==> src/trg_defs.svh <==
`ifndef TRG_DEFS_SVH
`define TRG_DEFS_SVH

// stream beat as delivered by the converter
`define TRG_TDATA_WIDTH 128

// one sample slot inside a beat
`define TRG_SLOT_WIDTH 16

// slots per beat
`define TRG_SAMPLES 8

// converter resolution, sample sits in the upper bits of its slot
`define TRG_ADC_WIDTH 12

// free-running time stamp
`define TRG_TS_WIDTH 44

// valid beats kept open after the last hit beat
`define TRG_POST_LEN 38

// longest window in beats
`define TRG_ACQUI_LEN 100

`endif

==> src/trg_pkg.sv <==
`include "trg_defs.svh"

package trg_pkg;

  // raw converter sample
  typedef logic signed [`TRG_ADC_WIDTH-1:0] adc_sample_t;

  // one bit wider than a sample, so that sample minus baseline cannot wrap
  typedef logic signed [`TRG_ADC_WIDTH:0] threshold_t;

  // registered beat as it moves down the pipeline
  typedef struct packed {
    // samples right-aligned and zero-padded per slot
    logic [`TRG_TDATA_WIDTH-1:0] data;
    logic                        valid;
    // at least one sample crossed the threshold
    logic                        hit;
    // time of the edge that took the beat in
    logic [`TRG_TS_WIDTH-1:0]    time_stamp;
  } beat_t;

  // record of one window start
  typedef struct packed {
    logic [`TRG_TS_WIDTH-1:0] time_stamp;
    adc_sample_t              baseline;
    threshold_t               threshold;
  } hit_info_t;

endpackage

==> src/time_base.sv <==
`include "trg_defs.svh"

module time_base (
  input  logic                     CLK,
  input  logic                     hit_flag_negedge,
  output logic [`TRG_TS_WIDTH-1:0] now
);

  // free-running tick count since reset release
  logic [`TRG_TS_WIDTH-1:0] count;

  always_ff @(posedge CLK or posedge hit_flag_negedge) begin
    if (hit_flag_negedge) begin
      count <= '0;
    end else begin
      // wraps after 2**44 cycles, far beyond any run
      count <= count + 1'b1;
    end
  end

  assign now = count;

endmodule

==> src/sample_threshold.sv <==
`include "trg_defs.svh"

module sample_threshold (
  input  logic                        CLK,
  input  logic                        hit_flag_negedge,
  input  logic [`TRG_TDATA_WIDTH-1:0] tdata,
  input  logic                        tvalid,
  input  trg_pkg::threshold_t         threshold,
  input  trg_pkg::adc_sample_t        baseline,
  input  logic [`TRG_TS_WIDTH-1:0]    now,
  output trg_pkg::beat_t              stage1,
  output trg_pkg::threshold_t         threshold_q,
  output trg_pkg::adc_sample_t        baseline_q
);

  import trg_pkg::*;

  // zero bits below the sample in each slot
  localparam int PAD_W = `TRG_SLOT_WIDTH - `TRG_ADC_WIDTH;

  adc_sample_t                 sample [`TRG_SAMPLES];
  threshold_t                  diff [`TRG_SAMPLES];
  logic [`TRG_SAMPLES-1:0]     over_thr;
  logic [`TRG_TDATA_WIDTH-1:0] data_d;
  logic                        hit_d;

  logic [`TRG_TDATA_WIDTH-1:0] data_q;
  logic [`TRG_TS_WIDTH-1:0]    ts_q;
  logic                        valid_q;
  logic                        hit_q;

  // per slot: unpack, subtract baseline, compare, repack right-aligned
  always_comb begin
    for (int i = 0; i < `TRG_SAMPLES; i++) begin
      sample[i] = tdata[`TRG_SLOT_WIDTH*i + PAD_W +: `TRG_ADC_WIDTH];
      // both sides sign-extended to 13 bits before the subtraction
      diff[i] = threshold_t'(sample[i]) - threshold_t'(baseline);
      over_thr[i] = (diff[i] >= threshold);
      data_d[`TRG_SLOT_WIDTH*i +: `TRG_SLOT_WIDTH] = {{PAD_W{1'b0}}, sample[i]};
    end
  end

  // any slot at or above threshold, valid beats only
  assign hit_d = tvalid & (|over_thr);

  always_ff @(posedge CLK or posedge hit_flag_negedge) begin
    if (hit_flag_negedge) begin
      valid_q <= 1'b0;
      hit_q   <= 1'b0;
    end else begin
      valid_q <= tvalid;
      hit_q   <= hit_d;
    end
  end

  always_ff @(posedge CLK) begin
    // idle beats carry all ones as on the converter side
    data_q      <= tvalid ? data_d : '1;
    ts_q        <= now;
    // settings that judged this beat, for the window record
    threshold_q <= threshold;
    baseline_q  <= baseline;
  end

  assign stage1 = '{data: data_q, valid: valid_q, hit: hit_q, time_stamp: ts_q};

endmodule

==> src/hit_window_ctrl.sv <==
`include "trg_defs.svh"

module hit_window_ctrl (
  input  logic           CLK,
  input  logic           hit_flag_negedge,
  input  trg_pkg::beat_t stage1,
  output logic           hit_rise,
  output trg_pkg::beat_t beat_out,
  output logic           triggered
);

  localparam int POST_CW = $clog2(`TRG_POST_LEN + 1);
  localparam int LEN_CW  = $clog2(`TRG_ACQUI_LEN + 1);

  // hit of the last valid beat, gaps leave it alone
  logic               prev_hit;
  logic               hit_fall;

  // post-hit part of the window
  logic [POST_CW-1:0] post_cnt;
  logic [POST_CW-1:0] post_base;
  logic [POST_CW-1:0] post_next;
  logic               finalize;
  logic               in_post;

  // beats marked since the window opened
  logic [LEN_CW-1:0]  len_cnt;
  logic [LEN_CW-1:0]  len_base;
  logic [LEN_CW-1:0]  len_next;
  logic               over_len;
  logic               over_len_eff;

  logic               window_open;
  logic               trig_d;

  // outgoing beat
  logic [`TRG_TDATA_WIDTH-1:0] data_q;
  logic [`TRG_TS_WIDTH-1:0]    ts_q;
  logic                        valid_q;
  logic                        hit_q;
  logic                        trig_q;

  // edges are judged between valid beats only
  assign hit_rise = stage1.valid & stage1.hit & ~prev_hit;
  assign hit_fall = stage1.valid & ~stage1.hit & prev_hit;

  // first quiet beat after a hit run counts as post beat number one
  assign in_post     = hit_fall | (stage1.valid & ~stage1.hit & finalize);
  assign window_open = (stage1.valid & stage1.hit) | in_post;

  // a rising edge lifts the cap for its own beat
  assign over_len_eff = over_len & ~hit_rise;
  assign trig_d       = window_open & ~over_len_eff;

  assign post_base = hit_fall ? '0 : post_cnt;
  assign post_next = post_base + 1'b1;
  assign len_base  = hit_rise ? '0 : len_cnt;
  assign len_next  = len_base + 1'b1;

  always_ff @(posedge CLK or posedge hit_flag_negedge) begin
    if (hit_flag_negedge) begin
      prev_hit <= 1'b0;
      post_cnt <= '0;
      finalize <= 1'b0;
      len_cnt  <= '0;
      over_len <= 1'b0;
    end else if (stage1.valid) begin
      prev_hit <= stage1.hit;

      if (stage1.hit) begin
        finalize <= 1'b0;
      end else if (in_post) begin
        post_cnt <= post_next;
        // stays set until the last post beat has gone by
        finalize <= (post_next < POST_CW'(`TRG_POST_LEN));
      end

      // cap check on every marked beat, cleared again by a rise
      if (trig_d) begin
        len_cnt  <= len_next;
        over_len <= (len_next == LEN_CW'(`TRG_ACQUI_LEN));
      end
    end
  end

  always_ff @(posedge CLK or posedge hit_flag_negedge) begin
    if (hit_flag_negedge) begin
      valid_q <= 1'b0;
      hit_q   <= 1'b0;
      trig_q  <= 1'b0;
    end else begin
      valid_q <= stage1.valid;
      hit_q   <= stage1.hit;
      trig_q  <= trig_d;
    end
  end

  always_ff @(posedge CLK) begin
    data_q <= stage1.data;
    ts_q   <= stage1.time_stamp;
  end

  // triggered lines up with the beat it marks
  assign beat_out  = '{data: data_q, valid: valid_q, hit: hit_q, time_stamp: ts_q};
  assign triggered = trig_q;

endmodule

==> src/hit_info_latch.sv <==
module hit_info_latch (
  input  logic                 CLK,
  input  logic                 hit_flag_negedge,
  input  logic                 hit_rise,
  input  trg_pkg::beat_t       stage1,
  input  trg_pkg::threshold_t  threshold_q,
  input  trg_pkg::adc_sample_t baseline_q,
  output trg_pkg::hit_info_t   hit_info
);

  // record of the current window, loaded with the crossing beat
  always_ff @(posedge CLK or posedge hit_flag_negedge) begin
    if (hit_flag_negedge) begin
      hit_info <= '0;
    end else if (hit_rise) begin
      // time, baseline and threshold all belong to the same beat
      hit_info <= '{
        time_stamp: stage1.time_stamp,
        baseline:   baseline_q,
        threshold:  threshold_q
      };
    end
  end

endmodule

==> src/mm_trigger_top.sv <==
`include "trg_defs.svh"

module mm_trigger_top (
  input  logic                        CLK,
  input  logic                        hit_flag_negedge,
  input  logic [`TRG_TDATA_WIDTH-1:0] tdata,
  input  logic                        tvalid,
  input  trg_pkg::threshold_t         threshold,
  input  trg_pkg::adc_sample_t        baseline,
  output trg_pkg::beat_t              beat_out,
  output logic                        triggered,
  output trg_pkg::hit_info_t          hit_info
);

  import trg_pkg::*;

  logic [`TRG_TS_WIDTH-1:0] now;
  beat_t                    stage1;
  threshold_t               threshold_q;
  adc_sample_t              baseline_q;
  logic                     hit_rise;

  time_base u_time_base (
    .CLK              (CLK),
    .hit_flag_negedge (hit_flag_negedge),
    .now              (now)
  );

  // first stage, compare and register
  sample_threshold u_sample_threshold (
    .CLK              (CLK),
    .hit_flag_negedge (hit_flag_negedge),
    .tdata            (tdata),
    .tvalid           (tvalid),
    .threshold        (threshold),
    .baseline         (baseline),
    .now              (now),
    .stage1           (stage1),
    .threshold_q      (threshold_q),
    .baseline_q       (baseline_q)
  );

  // second stage, window decision
  hit_window_ctrl u_hit_window_ctrl (
    .CLK              (CLK),
    .hit_flag_negedge (hit_flag_negedge),
    .stage1           (stage1),
    .hit_rise         (hit_rise),
    .beat_out         (beat_out),
    .triggered        (triggered)
  );

  hit_info_latch u_hit_info_latch (
    .CLK              (CLK),
    .hit_flag_negedge (hit_flag_negedge),
    .hit_rise         (hit_rise),
    .stage1           (stage1),
    .threshold_q      (threshold_q),
    .baseline_q       (baseline_q),
    .hit_info         (hit_info)
  );

endmodule

==> config.mk <==
export PLATFORM = sky130hd
export DESIGN_NAME = mm_trigger_top
export DESIGN_NICKNAME = d
export VERILOG_FILES = /design/src/trg_pkg.sv /design/src/time_base.sv /design/src/sample_threshold.sv /design/src/hit_window_ctrl.sv /design/src/hit_info_latch.sv /design/src/mm_trigger_top.sv
export VERILOG_INCLUDE_DIRS = /design/src /design/src/src
export SDC_FILE = /design/constraint.sdc
export NUM_CORES = 1
export LEC_CHECK = 0
export BUFFER_PORTS_ARGS = -buffer_cell sky130_fd_sc_hd__buf_4
export CAP_MARGIN = 40
export CORE_UTILIZATION = 35
export DETAILED_ROUTE_END_ITERATION = 8
export PLACE_DENSITY = 0.54
export SYNTH_ARGS = -nofsm -noshare
export SYNTH_HDL_FRONTEND = slang
export SYNTH_HIERARCHICAL = 1
export SYNTH_SLANG_ARGS = --single-unit
==> constraint.sdc <==
create_clock -name CLK -period 2.7 [get_ports CLK]
set_input_delay 0 -clock CLK [delete_from_list [all_inputs] [get_ports CLK]]
set_output_delay 0 -clock CLK [all_outputs]
set_load 0.01 [all_outputs]
==> qor.txt <==
CP endpoint kind: register
TritonRoute pass-1 iters: 6
Final ANT Viol Nets: 0
Sink of the worst hold path: u_sample_threshold/baseline_q[5]
Area Growth Syn to Fin: 44.2%
Pwr/cell area: 636 mW/mm2
Status: finished with violations
Final min period: 3.11 ns
Critical path arrival: 3.58 ns
Leak: 0.0131 uW
Worst-margin pin slew: 0.868 ns
Sw power: 4770 uW
Largest net degree at the start of global routing: 76
Total power: 18100 uW
H-tree lvl count: 2
Final wirelength: 57.5 mm
Initial antenna violation count: 3
Sequential fraction of the synthesis area: 51.3%
Family with the most delay on the worst path: compound AO/OA/AOI/OAI gates
Core box area: 0.0554 mm2
Critical hold path startpoint: baseline[5]
Critical Path RT: 3.16 ns
Reg clk slew, reported paths: 0.06 ns
# fillers: 5027
Longest Clk Path Bufs: 3
Failing checks: setup timing
Main synth FF type: dfxtp_1
Slowest CP cell: fa_2
Hold Path Class: primary input to register
Synth Register Bits: 472
Sequential share of power: 41.5%
Non-Filler Instances: 3269
Synthesized cell area: 0.0197 mm2
Placed Cells incl. Taps: 3014
CP cell instances: buf_4, clkinvlp_4, buf_12, fa_2, a21o_1, a21oi_2, o21bai_1, nand3_1, buf_4, nand2_1, a21oi_1, xnor2_1, ha_1, a21oi_1, a21oi_1, or3b_1, mux2_2, nor4b_4, a41oi_2
CP bufs+invs: 4
Count leader, synth: dfxtp_1
Row count: 86
Io pins: 400
Fmax: 321 MHz
Drt drc: 0
Comb pwr share: 20.6%
Worst r2r src: u_sample_threshold/hit_q
Most numerous cell on the critical path: a21oi_1
Top cells by area, synth: dfxtp_1, dfrtp_1, ha_1
Final Cycle Share: 115%
Worst-Skew Late Latency: 0.60 ns
Slew Viols, Final: 0
Clock Root Buffer: clkbuf_16
Number of max-cap violations: 0
Starting Density: 35.6%
Syn Area/Cell: 11.5 um2
Worst-path fanout max: 15
Reg2reg setup slack: 0.40 ns
Yosys warns: 6
VDD IR max: 520 uV
Vias per cell: 4.71
TritonCTS Buffers: 47
CP max stage delay: 0.37 ns
Worst Skew: 0.0208 ns
Die Ht: 239 um
RSZ-0062 raised after global routing: true
R2R cell count: 9
Final worst slack: -0.414 ns
Placer congestion estimate: 0.867
Synthesized instance count: 1723
Hold Crit Depth: 2
Post-Syn Nets: 2090
Switching share of power: 26.3%
Critical Path Source Type: primary input
Iter 0 DRT Violations: 533
Die Wd: 239 um
Critical path class: primary input to register
Layout cells sized above 1: 33.2%
TritonCTS clock tree: yes
Vias in the first global route: 15.6k
First-pass GRT wire length: 86.7 mm
Nets: 2848
GRT overflow: 0
Clock power frac: 37.9%
Cell taking the most area after synthesis: dfxtp_1
Dpl ws: -1.21 ns
Library cells used by synthesis: 81
Via total after detailed routing: 15.4k
Sink Count: 472
Internal power: 13300 uW
Setup violators final: 1
Die ar.: 0.0573 mm2
Hpwl dp: 42.7 mm
Routed len/inst: 17.6 um
Tot GR Track Use: 19.8%
Post-synth EDFFs: 0
Post-synth top area share: 34.3%
Most frequent cells after synthesis: dfxtp_1, ha_1, dfrtp_1
Port Buffers: 367
Reg2reg end: u_hit_window_ctrl/finalize
Final Hold Vio Count: 0
Max_slew headroom: 41.6%
Synth async-reset ratio: 28.4%
stage by stage:
step | instance area (um2) | setup TNS [ns] | hold WS [ns] | utilization (%)
2_1_floorplan | 19800 | -0.736 | -0.259 | -
6_report | 28500 | -0.414 | 0.0569 | 51.4
3_5_place_dp | 25000 | -1.21 | -0.0548 | 45.1
4_1_cts | 28400 | -0.365 | -0.430 | 51.2
5_1_grt | 28500 | -0.637 | 0.0351 | 51.4
3_3_place_gp | 25000 | -1.10 | -0.0538 | 45.1
registers in the layout, indices dropped and copies added, names as in the netlist, 6 cells and up:
| register | count |
|---|---|
| u_sample_threshold/baseline_q | 12 |
| u_hit_window_ctrl/post_cnt | 6 |
| u_sample_threshold/data_q | 97 |
| u_hit_window_ctrl/ts_q | 44 |
| u_hit_info_latch/hit_info | 69 |
| u_hit_window_ctrl/len_cnt | 7 |
| u_hit_window_ctrl/data_q | 128 |
| u_sample_threshold/ts_q | 44 |
| u_sample_threshold/threshold_q | 13 |
| u_time_base/now | 44 |
cells by family after synthesis:
kind of cell               count (synthesis)  share of synthesized area [%]
DFF                                      472                           51.3
and+or+nand+nor                          467                           13.5
AOI/OAI and AO/OA                        251                           8.59
adders and majority gates                211                           13.7
buffers and inverters                    133                           3.48
xor gates and xnor gates                 116                           5.15
muxes                                     73                           4.36
layer usage:
layer	wire (um)	up-vias	track usage (%)	part of all wire, %
met1	25100	7346	24.9	44
met3	3340	92	4.41	5.8
met2	27300	374	33.4	48
met5	11	-	0	0.019
li1	-	7587	-	-
met4	1720	2	6.86	3.0
worst max path at each step:
stage / start / to / slack, ns / depth (start not counted)
after floorplan: baseline[1] / u_sample_threshold/hit_q / -0.74 / 16
after global placement: baseline[1] / u_sample_threshold/hit_q / -1.10 / 18
after detailed placement: baseline[0] / u_sample_threshold/hit_q / -1.21 / 20
after CTS: baseline[0] / u_sample_threshold/hit_q / -0.37 / 19
after global routing: baseline[1] / u_sample_threshold/hit_q / -0.64 / 20
final: baseline[1] / u_sample_threshold/hit_q / -0.41 / 19
timing repair:
| item | 4_1_cts | 5_1_grt |
|---|---|---|
| pin swaps | 17 | 14 |
| setup endpoints to repair | 1 | 1 |
| setup buffers | 3 | 1 |
| hold buffers | 161 | 1 |
| gates resized for setup | 16 | 15 |
| hold endpoints to repair | 250 | 1 |
power groups by stage:
| stage | logic (uW) | registers [uW] | clock network [uW] |
|---|---|---|---|
| floorplan | 1900 | 7720 | 0 |
| global placement | 3400 | 7660 | 0 |
| detailed placement | 3480 | 7670 | 0 |
| CTS | 3720 | 7520 | 7060 |
| global route | 4120 | 7560 | 7340 |
| finish | 3740 | 7520 | 6860 |
cells in the final DEF, fill, tap and decap left out, drive strengths merged, types with 7 or more instances in the layout:
cell,count
xnor2,90
nor2,79
a2111oi,7
a31oi,8
and3,13
dfxtp,338
buf,606
nor3,45
nand4,44
o21a,12
o21ai,57
nor2b,22
dfrtp,134
o31ai,7
dlygate4sd3,162
a211oi,14
fa,8
a21o,17
xor2,26
clkbuf,73
or3,8
nand2,58
nand2b,102
nor4,9
nand3,51
inv,74
mux2,73
a41oi,7
ha,203
clkinv,11
a21oi,76
layout make-up:
| class | instances | area [um2] | share of cell area, % |
|---|---|---|---|
| flip-flops and latches | 472 | 10100 | 35.6 |
| repair buffers | 768 | 6350 | 22.3 |
| clock inverters | 15 | 220 | 0.774 |
| inverters | 74 | 282 | 0.989 |
| well taps | 748 | 936 | 3.29 |
| diodes | 1 | 2.50 | 0.00879 |
| multi-input cells | 1118 | 9090 | 31.9 |
| clock buffers | 73 | 1470 | 5.15 |
Power figures use the tool's default switching activity.
